==> config.mk <==
export PLATFORM = sky130hd
export DESIGN_NAME = instr_tracker_top
export DESIGN_NICKNAME = d
export VERILOG_FILES = /design/src/tracker_pkg.sv /design/src/id_allocator.sv /design/src/instr_tracker_top.sv /design/src/instruction_metadata.sv /design/src/retire_unit.sv
export VERILOG_INCLUDE_DIRS = /design/src
export SDC_FILE = /design/constraint.sdc
export NUM_CORES = 1
export LEC_CHECK = 0
export BUFFER_PORTS_ARGS = -buffer_cell sky130_fd_sc_hd__buf_2
export CORE_MARGIN = 2
export CORE_UTILIZATION = 60
export DETAILED_ROUTE_END_ITERATION = 10
export PLACE_DENSITY = 0.78
export SETUP_SLACK_MARGIN = 0.15
export SYNTH_ARGS = -nofsm -noshare
export SYNTH_HDL_FRONTEND = slang
export SYNTH_SLANG_ARGS = --single-unit
==> constraint.sdc <==
create_clock -name clk -period 4.7 [get_ports clk]
set_clock_uncertainty 0.05 [all_clocks]
set_input_delay 0.235 -clock clk [delete_from_list [all_inputs] [get_ports clk]]
set_output_delay 0.235 -clock clk [all_outputs]
set_load 0.02 [all_outputs]
==> src/tracker_settings.svh <==
`ifndef TRACKER_SETTINGS_SVH
`define TRACKER_SETTINGS_SVH

// Instructions that may be in flight at once
`define MAX_IDS 8

// Bits needed to name one in-flight instruction
`define ID_W 3

// Source operands looked up at issue
`define READ_PORTS 2

`endif

==> src/tracker_pkg.sv <==
`include "tracker_settings.svh"

package tracker_pkg;

    // Tag carried by every instruction from fetch to retirement
    typedef logic [`ID_W-1:0] id_t;

    // R-type layout of a RISC-V instruction word
    // rd sits at bits 11:7, rs1 at 19:15, rs2 at 24:20
    typedef struct packed {
        logic [6:0] funct7;
        logic [4:0] rs2;
        logic [4:0] rs1;
        logic [2:0] funct3;
        logic [4:0] rd;
        logic [6:0] opcode;
    } instr_fields_t;

    // Same 32 bits seen raw or split into fields
    typedef union packed {
        logic [31:0]   raw;
        instr_fields_t fields;
    } instr_word_u;

    // Written into the tables when an ID is handed out
    typedef struct packed {
        logic [31:0] pc;
        instr_word_u word;
    } fetch_pkt_t;

    // Issue request
    // rs_addr holds one register address per read port
    typedef struct packed {
        id_t                          id;
        logic                         uses_rd;
        logic [4:0]                   rd_addr;
        logic [`READ_PORTS-1:0][4:0]  rs_addr;
    } issue_pkt_t;

    // One retirement, in program order
    typedef struct packed {
        id_t        id;
        logic [4:0] rd_addr;
        // Still the newest writer of rd
        logic       rd_latest;
    } retire_pkt_t;

endpackage

==> src/id_allocator.sv <==
`timescale 1ns/1ns
`include "tracker_settings.svh"

module id_allocator (
    input  logic             clk,
    input  logic             rst,
    // Fetch request and retirement return
    input  logic             fetch_valid,
    input  logic             retire_valid,
    input  tracker_pkg::id_t retire_id,
    // Pool status and accept strobe
    output logic             id_available,
    output tracker_pkg::id_t free_id,
    output logic             fetch_take
);
    import tracker_pkg::*;

    // Circular list of IDs not currently in use
    id_t              free_list [`MAX_IDS];
    logic [`ID_W-1:0] rd_ptr;
    logic [`ID_W-1:0] wr_ptr;
    logic [`ID_W:0]   count;

    ////////////////////////////////////////////////////////////////////////////
    // Pool outputs

    assign id_available = (count != '0);
    // Fetch is dropped when the pool is empty
    assign fetch_take   = fetch_valid && id_available;
    assign free_id      = free_list[rd_ptr];

    ////////////////////////////////////////////////////////////////////////////
    // Free list contents

    // Every ID starts out free
    always_ff @(posedge clk) begin
        if (rst) begin
            for (int i = 0; i < `MAX_IDS; i++) begin
                free_list[i] <= id_t'(i);
            end
        end else if (retire_valid) begin
            free_list[wr_ptr] <= retire_id;
        end
    end

    // Pointers wrap at the list depth
    // Simultaneous pop and push leave the count alone
    always_ff @(posedge clk) begin
        if (rst) begin
            rd_ptr <= '0;
            wr_ptr <= '0;
            count  <= (`ID_W+1)'(`MAX_IDS);
        end else begin
            if (fetch_take) begin
                rd_ptr <= (rd_ptr == (`ID_W)'(`MAX_IDS - 1)) ? '0 : rd_ptr + 1'b1;
            end
            if (retire_valid) begin
                wr_ptr <= (wr_ptr == (`ID_W)'(`MAX_IDS - 1)) ? '0 : wr_ptr + 1'b1;
            end
            case ({fetch_take, retire_valid})
                2'b10:   count <= count - 1'b1;
                2'b01:   count <= count + 1'b1;
                default: count <= count;
            endcase
        end
    end

endmodule

==> src/instr_tracker_top.sv <==
`timescale 1ns/1ns
`include "tracker_settings.svh"

module instr_tracker_top (
    input  logic                      clk,
    input  logic                      rst,
    // Fetch
    input  logic                      fetch_valid,
    input  tracker_pkg::fetch_pkt_t   fetch,
    output logic                      id_available,
    output tracker_pkg::id_t          free_id,
    // Decode
    input  tracker_pkg::id_t          decode_id,
    output logic [31:0]               decode_pc,
    output tracker_pkg::instr_word_u  decode_word,
    // Issue
    input  logic                      issue_valid,
    input  tracker_pkg::issue_pkt_t   issue,
    output tracker_pkg::id_t          rs_id [`READ_PORTS],
    output logic                      rs_inuse [`READ_PORTS],
    // Completion
    input  logic                      complete_valid,
    input  tracker_pkg::id_t          complete_id,
    // Retirement
    output logic                      retire_valid,
    output tracker_pkg::retire_pkt_t  retire
);
    import tracker_pkg::*;

    logic       fetch_take;
    id_t        head_id;
    logic [4:0] head_rd_addr;
    logic       head_rd_latest;

    // Free pool
    id_allocator u_alloc (
        .clk          (clk),
        .rst          (rst),
        .fetch_valid  (fetch_valid),
        .retire_valid (retire_valid),
        .retire_id    (retire.id),
        .id_available (id_available),
        .free_id      (free_id),
        .fetch_take   (fetch_take)
    );

    // Tables and rename lookups
    instruction_metadata u_meta (
        .clk              (clk),
        .rst              (rst),
        .fetch_take       (fetch_take),
        .fetch_id         (free_id),
        .fetch            (fetch),
        .decode_id        (decode_id),
        .decode_pc        (decode_pc),
        .decode_word      (decode_word),
        .issue_valid      (issue_valid),
        .issue            (issue),
        .rs_id            (rs_id),
        .rs_inuse         (rs_inuse),
        .retire_valid     (retire_valid),
        .retire_id        (retire.id),
        .head_id          (head_id),
        .retire_rd_addr   (head_rd_addr),
        .retire_rd_latest (head_rd_latest)
    );

    // In-order retirement
    retire_unit u_retire (
        .clk            (clk),
        .rst            (rst),
        .issue_valid    (issue_valid),
        .issue_id       (issue.id),
        .complete_valid (complete_valid),
        .complete_id    (complete_id),
        .head_rd_addr   (head_rd_addr),
        .head_rd_latest (head_rd_latest),
        .head_id        (head_id),
        .retire_valid   (retire_valid),
        .retire         (retire)
    );

endmodule

==> src/instruction_metadata.sv <==
`timescale 1ns/1ns
`include "tracker_settings.svh"

module instruction_metadata (
    input  logic                     clk,
    input  logic                     rst,
    // Fetch
    input  logic                     fetch_take,
    input  tracker_pkg::id_t         fetch_id,
    input  tracker_pkg::fetch_pkt_t  fetch,
    // Decode
    input  tracker_pkg::id_t         decode_id,
    output logic [31:0]              decode_pc,
    output tracker_pkg::instr_word_u decode_word,
    // Issue
    input  logic                     issue_valid,
    input  tracker_pkg::issue_pkt_t  issue,
    output tracker_pkg::id_t         rs_id [`READ_PORTS],
    output logic                     rs_inuse [`READ_PORTS],
    // Retirement
    input  logic                     retire_valid,
    input  tracker_pkg::id_t         retire_id,
    input  tracker_pkg::id_t         head_id,
    output logic [4:0]               retire_rd_addr,
    output logic                     retire_rd_latest
);
    import tracker_pkg::*;

    // Per-ID tables
    logic [31:0]         pc_table [`MAX_IDS];
    logic [31:0]         word_table [`MAX_IDS];
    logic [`MAX_IDS-1:0] in_flight;

    // Newest issued writer of each architectural register
    id_t                 rename_table [32];

    // Field views of the words read back from the table
    instr_word_u         rs_word [`READ_PORTS];
    instr_word_u         head_word;

    ////////////////////////////////////////////////////////////////////////////
    // Table updates

    // PC and raw word captured at fetch accept
    always_ff @(posedge clk) begin
        if (fetch_take) begin
            pc_table[fetch_id]   <= fetch.pc;
            word_table[fetch_id] <= fetch.word.raw;
        end
    end

    // Set at fetch, cleared at retirement
    always_ff @(posedge clk) begin
        if (rst) begin
            in_flight <= '0;
        end else begin
            if (retire_valid) begin
                in_flight[retire_id] <= 1'b0;
            end
            if (fetch_take) begin
                in_flight[fetch_id] <= 1'b1;
            end
        end
    end

    // Only instructions that write rd claim a rename entry
    always_ff @(posedge clk) begin
        if (rst) begin
            for (int r = 0; r < 32; r++) begin
                rename_table[r] <= '0;
            end
        end else if (issue_valid && issue.uses_rd) begin
            rename_table[issue.rd_addr] <= issue.id;
        end
    end

    ////////////////////////////////////////////////////////////////////////////
    // Lookups

    // Decode read port
    assign decode_pc = pc_table[decode_id];
    assign decode_word.raw = word_table[decode_id];

    // Producer of each source operand
    // x0 never waits, and a stale rename entry is masked by in-flight and rd match
    always_comb begin
        for (int i = 0; i < `READ_PORTS; i++) begin
            rs_id[i] = rename_table[issue.rs_addr[i]];
            rs_word[i].raw = word_table[rs_id[i]];
            rs_inuse[i] = (issue.rs_addr[i] != 5'd0)
                          && in_flight[rs_id[i]]
                          && (rs_word[i].fields.rd == issue.rs_addr[i]);
        end
    end

    // Queue head lookups
    always_comb begin
        head_word.raw = word_table[head_id];
        retire_rd_addr = head_word.fields.rd;
        // Younger writer of the same rd means the head is no longer newest
        retire_rd_latest = (rename_table[head_word.fields.rd] == head_id);
    end

endmodule

==> src/retire_unit.sv <==
`timescale 1ns/1ns
`include "tracker_settings.svh"

module retire_unit (
    input  logic                      clk,
    input  logic                      rst,
    // Issue order
    input  logic                      issue_valid,
    input  tracker_pkg::id_t          issue_id,
    // Completions in any order
    input  logic                      complete_valid,
    input  tracker_pkg::id_t          complete_id,
    // Table lookups for the head
    input  logic [4:0]                head_rd_addr,
    input  logic                      head_rd_latest,
    output tracker_pkg::id_t          head_id,
    // Retirement pulse
    output logic                      retire_valid,
    output tracker_pkg::retire_pkt_t  retire
);
    import tracker_pkg::*;

    // Issued IDs, oldest at head_ptr
    id_t                 order_q [`MAX_IDS];
    logic [`ID_W-1:0]    head_ptr;
    logic [`ID_W-1:0]    tail_ptr;
    logic [`ID_W:0]      count;

    // Completion flag per ID
    logic [`MAX_IDS-1:0] done;
    logic                pop;

    assign head_id = order_q[head_ptr];
    // Oldest instruction finished
    assign pop = (count != '0) && done[head_id];

    ////////////////////////////////////////////////////////////////////////////
    // Order queue

    always_ff @(posedge clk) begin
        if (issue_valid) begin
            order_q[tail_ptr] <= issue_id;
        end
    end

    always_ff @(posedge clk) begin
        if (rst) begin
            head_ptr <= '0;
            tail_ptr <= '0;
            count    <= '0;
        end else begin
            if (issue_valid) begin
                tail_ptr <= (tail_ptr == (`ID_W)'(`MAX_IDS - 1)) ? '0 : tail_ptr + 1'b1;
            end
            if (pop) begin
                head_ptr <= (head_ptr == (`ID_W)'(`MAX_IDS - 1)) ? '0 : head_ptr + 1'b1;
            end
            case ({issue_valid, pop})
                2'b10:   count <= count + 1'b1;
                2'b01:   count <= count - 1'b1;
                default: count <= count;
            endcase
        end
    end

    // Done bits cleared as the head leaves
    always_ff @(posedge clk) begin
        if (rst) begin
            done <= '0;
        end else begin
            if (pop) begin
                done[head_id] <= 1'b0;
            end
            if (complete_valid) begin
                done[complete_id] <= 1'b1;
            end
        end
    end

    ////////////////////////////////////////////////////////////////////////////
    // Retire output

    always_ff @(posedge clk) begin
        if (rst) begin
            retire_valid <= 1'b0;
        end else begin
            retire_valid <= pop;
        end
    end

    // Payload sampled with the pop
    always_ff @(posedge clk) begin
        if (pop) begin
            retire.id        <= head_id;
            retire.rd_addr   <= head_rd_addr;
            retire.rd_latest <= head_rd_latest;
        end
    end

endmodule

==> run summary <==
=====================================================================================
Multi-input combinational cell area                                      0.0100 sq mm
Static power due to leakage                                                 0.0128 uW
Count of boundary I/O pins                                                        180
Peak VDD IR                                                                  0.330 mV
Internal cell power                                                          12000 uW
Max Freq                                                                    0.224 GHz
Number of routed nets with antenna violations                                       0
CTS tree                                                                        built
Classification of the worst-slack hold path                              input pin to flop
Port buffer count                                                                 179
Share of power burned in the clock network                                      32.9%
Clock latency on the worst-skew pair                                           620 ps
Initial cell density of the core                                                61.0%
Distinct cell type count after synthesis                                           72
Highest net fanout along the worst path                                             8
Global routing usage summed across all routing layers                           28.3%
Most frequent standard cell in the layout excluding fill and tap cells   sky130_fd_sc_hd__edfxtp_1
Total iterations of the first detailed-routing run                                  6
Global route overflow                                                               0
Register-to-register path setup slack                                          630 ps
Number of cells produced by synthesis                                            1818
Overall power                                                                16700 uW
Die area                                                                 0.0542 sq mm
Relative contribution of sequential cells to total power                        46.5%
Number of DRC markers in iteration 0                                             1957
Worst path arrival time                                                       4180 ps
Status                                                                   finished clean
Post-route design area                                                   0.0362 sq mm
Dpl cell area                                                            0.0332 sq mm
Vertical die dimension                                                         233 um
HPWL after DPL                                                                46.8 mm
Final period utilization                                                        95.1%
Detailed-route wire length                                                    75.1 mm
Final number of hold-violating endpoints                                            0
Critical setup path kind                                                 flop to output pin
Number of storage elements in the synthesis netlist                               708
Post-synth EDFFs                                                                  665
Min Clock Period, post-route                                                  4470 ps
Die width                                                                      233 um
Most frequently used flop master after synthesis                         sky130_fd_sc_hd__edfxtp_1
Final critical-path setup slack                                                231 ps
CP startpoint                                                            u_meta.rename_table[27][0]
Vias per cell                                                                    6.55
Deepest clock path buffer count                                                     3
Number of vias in the routed layout                                             18.4k
Critical path endpoint category                                            output pin
Number of violations of the max-capacitance limit                                   0
Startpoint kind of the worst setup timing path                                   flop
Number of cell rows                                                                83
Worst EP required                                                             4410 ps
Portion of the post-synthesis area used by sequential elements                  66.3%
H-tree depth                                                                        3
Number of fill cells                                                             3218
Number of nets in the finished design                                            2186
Unrepaired setup endpoints after global routing                                  true
Area growth from synthesis to final layout                                      15.3%
Clk slew on worst S/H paths                                                     60 ps
Sink count of the clock tree                                                      708
Mean area per synthesized cell                                             17.3 sq um
Final core occ                                                                  70.3%
Least-Margin Pin Slew                                                          900 ps
Gate power share                                                                20.6%
Storage element area                                                     0.0208 sq mm
Final number of max-transition violations                                           0
Clock root buffer                                                        sky130_fd_sc_hd__clkbuf_16
Worst max-slew margin expressed relative to the limit                           40.0%
Maximum number of pins on one net before global-route repair                       58
Timing endpoint of the critical path                                      rs_inuse[1]
Final Setup Violations                                                              0
Initial antenna violation count                                                     4
WL per Instance                                                               26.7 um
Switching part of the total                                                     28.2%
Commonest cells after routing, fill and taps aside                       665 x sky130_fd_sc_hd__edfxtp_1, 194 x sky130_fd_sc_hd__mux4_2, 176 x sky130_fd_sc_hd__buf_2, 104 x sky130_fd_sc_hd__and3_1, 86 x sky130_fd_sc_hd__mux2i_1
Areal power density over the cells                                        462 mW/mm^2
Final sum of negative setup slack                                                0 ps
Fraction of layout instances using a drive strength above 1                     30.4%
Setup WS pre-CTS                                                               145 ps
Reg2reg path depth                                                                 13
Gp weighted congestion                                                          0.984
Via count of the first global-routing pass                                      18.6k
Switching power total                                                         4730 uW
Share of flip-flops with an asynchronous set or reset after synthesis              0%
Yosys Warn Count                                                                    0
Placeable Area                                                           0.0515 sq mm
First-pass GRT wire length                                                     114 mm
Post-Syn Area                                                            0.0314 sq mm
Endpoint of the most critical register-to-register path                  u_retire.retire[0]
Net count after synthesis                                                        1927
Remaining routing DRC violations                                                    0
CTS Buf Count                                                                      71
=====================================================================================
[repair_timing]
item | 4_1_cts | 5_1_grt
endpoints found under the setup margin | 2 | 3
resized for setup | 3 | 6
buffers inserted | 2 | 1
endpoints found under the hold margin | 523 | 0
cloned | 0 | 0
hold buffers | 72 | 0
pin swaps | 0 | 1
[cells by family (layout without fill, tap and decap cells)]
logic type	Yosys count	after routing	share of synthesized area, %
DFF	708	708	66.3
muxes	366	366	19.8
and+or+nand+nor	363	363	6.25
AOI/OAI and AO/OA	203	203	4.53
buffers and inverters	148	464	2.04
adders and majority gates	15	15	0.621
xor gates and xnor gates	15	15	0.418
other	0	1	0
[power groups by stage]
stage / combinational (uW) / clock (uW) / sequential, uW
after floorplan: 2390 / 0 / 7800
after global placement: 3270 / 0 / 7870
after detailed placement: 3320 / 0 / 7900
after CTS: 3410 / 5570 / 7780
after global routing: 3690 / 5800 / 7830
final: 3450 / 5500 / 7790
[flip-flops by register name, summed over array words and instances, names as in the netlist, 4 cells and up, named ones only]
signal               flops
u_meta.word_table      256
u_retire.retire          9
u_retire.done            8
u_retire.count           4
u_alloc.count            4
u_alloc.free_list       24
u_meta.rename_table     96
u_meta.in_flight         8
u_retire.order_q        24
u_meta.pc_table        256
[worst min-delay path by stage]
stage | to | cells after the start | slack (ps) | start
global placement | u_retire.done[1] | 2 | 410 | u_retire.done[1]
global route | u_retire.tail_ptr[1] | 3 | 140 | rst
floorplan | u_meta.pc_table[0][0] | 0 | 280 | fetch[32]
detailed placement | u_retire.done[4] | 2 | 420 | u_retire.done[4]
finish | u_retire.tail_ptr[1] | 3 | 130 | rst
CTS | u_alloc.count[1] | 3 | 100 | rst
[metal layers]
layer  track usage [%]  wire length [um]
met1              39.1             29400
met2              46.3             37400
met3              5.96              6610
met4              7.92              1650
met5                 0                36
[stage by stage]
step                hold WS, ps  instances
CTS                         103       2813
detailed placement          424       2609
global route                140       2815
floorplan                   284       1818
global placement            409       2609
finish                      134       2815
[worst max-delay path, stage by stage (launching register included)]
cell and delay (ps):
sky130_fd_sc_hd__edfxtp_1 500, sky130_fd_sc_hd__mux4_2 500, sky130_fd_sc_hd__mux4_2 530, sky130_fd_sc_hd__mux2i_4 280, sky130_fd_sc_hd__buf_4 230, sky130_fd_sc_hd__mux4_2 500, sky130_fd_sc_hd__mux2i_1 230, sky130_fd_sc_hd__xor2_1 170
sky130_fd_sc_hd__nand3_1 140, sky130_fd_sc_hd__nor4_4 210, sky130_fd_sc_hd__buf_4 150, sky130_fd_sc_hd__buf_2 150
[cells in the mapped netlist, types with 4 or more instances]
cell                       number  area [sq um]
sky130_fd_sc_hd__a32oi_1       14           123
sky130_fd_sc_hd__nor2_1        51           191
sky130_fd_sc_hd__edfxtp_1     665         20000
sky130_fd_sc_hd__and3_1       104           651
sky130_fd_sc_hd__a311oi_1       4          35.0
sky130_fd_sc_hd__nand3b_1       5          37.5
sky130_fd_sc_hd__o31ai_1        6          45.0
sky130_fd_sc_hd__inv_2          4          15.0
sky130_fd_sc_hd__a21oi_1       49           245
sky130_fd_sc_hd__nor4_1         8          50.1
sky130_fd_sc_hd__clkbuf_1      78           293
sky130_fd_sc_hd__buf_6          4          45.0
sky130_fd_sc_hd__mux2_2        76           856
sky130_fd_sc_hd__a211o_1        5          43.8
sky130_fd_sc_hd__o21ai_0       23           115
sky130_fd_sc_hd__ha_1          14           175
sky130_fd_sc_hd__nor3_1        14          70.1
sky130_fd_sc_hd__xnor2_1        6          52.6
sky130_fd_sc_hd__nand3_1       39           195
sky130_fd_sc_hd__a221oi_1      11          96.3
sky130_fd_sc_hd__o221ai_1       4          35.0
sky130_fd_sc_hd__mux2i_1       88           881
sky130_fd_sc_hd__or3_1          7          43.8
sky130_fd_sc_hd__inv_1         21          78.8
sky130_fd_sc_hd__xor2_1         9          78.8
sky130_fd_sc_hd__buf_1         17          63.8
sky130_fd_sc_hd__a22oi_1        5          37.5
sky130_fd_sc_hd__buf_2         11          55.1
sky130_fd_sc_hd__a211oi_1      13          97.6
sky130_fd_sc_hd__nor2b_1       10          62.6
sky130_fd_sc_hd__a21o_1        34           255
sky130_fd_sc_hd__dfxtp_1       43           861
sky130_fd_sc_hd__mux4_2       194          4370
sky130_fd_sc_hd__nand2b_1      20           125
sky130_fd_sc_hd__buf_4         10          75.1
sky130_fd_sc_hd__or2_2         10          62.6
sky130_fd_sc_hd__o22ai_1        9          56.3
sky130_fd_sc_hd__nand2_1       65           244
sky130_fd_sc_hd__and2_1        12          75.1
sky130_fd_sc_hd__nor3b_1        7          52.6
[layout make-up]
class	instances	share of cell area [%]
Sequential cell	708	57.5
Multi-Input combinational cell	962	27.7
Timing Repair Buffer	306	5.92
Clock buffer	91	5.20
Tap cell	680	2.35
Clock inverter	39	1.03
Inverter	28	0.332
Antenna cell	1	0.00691
No activity file was read; power rests on OpenSTA's default activity.
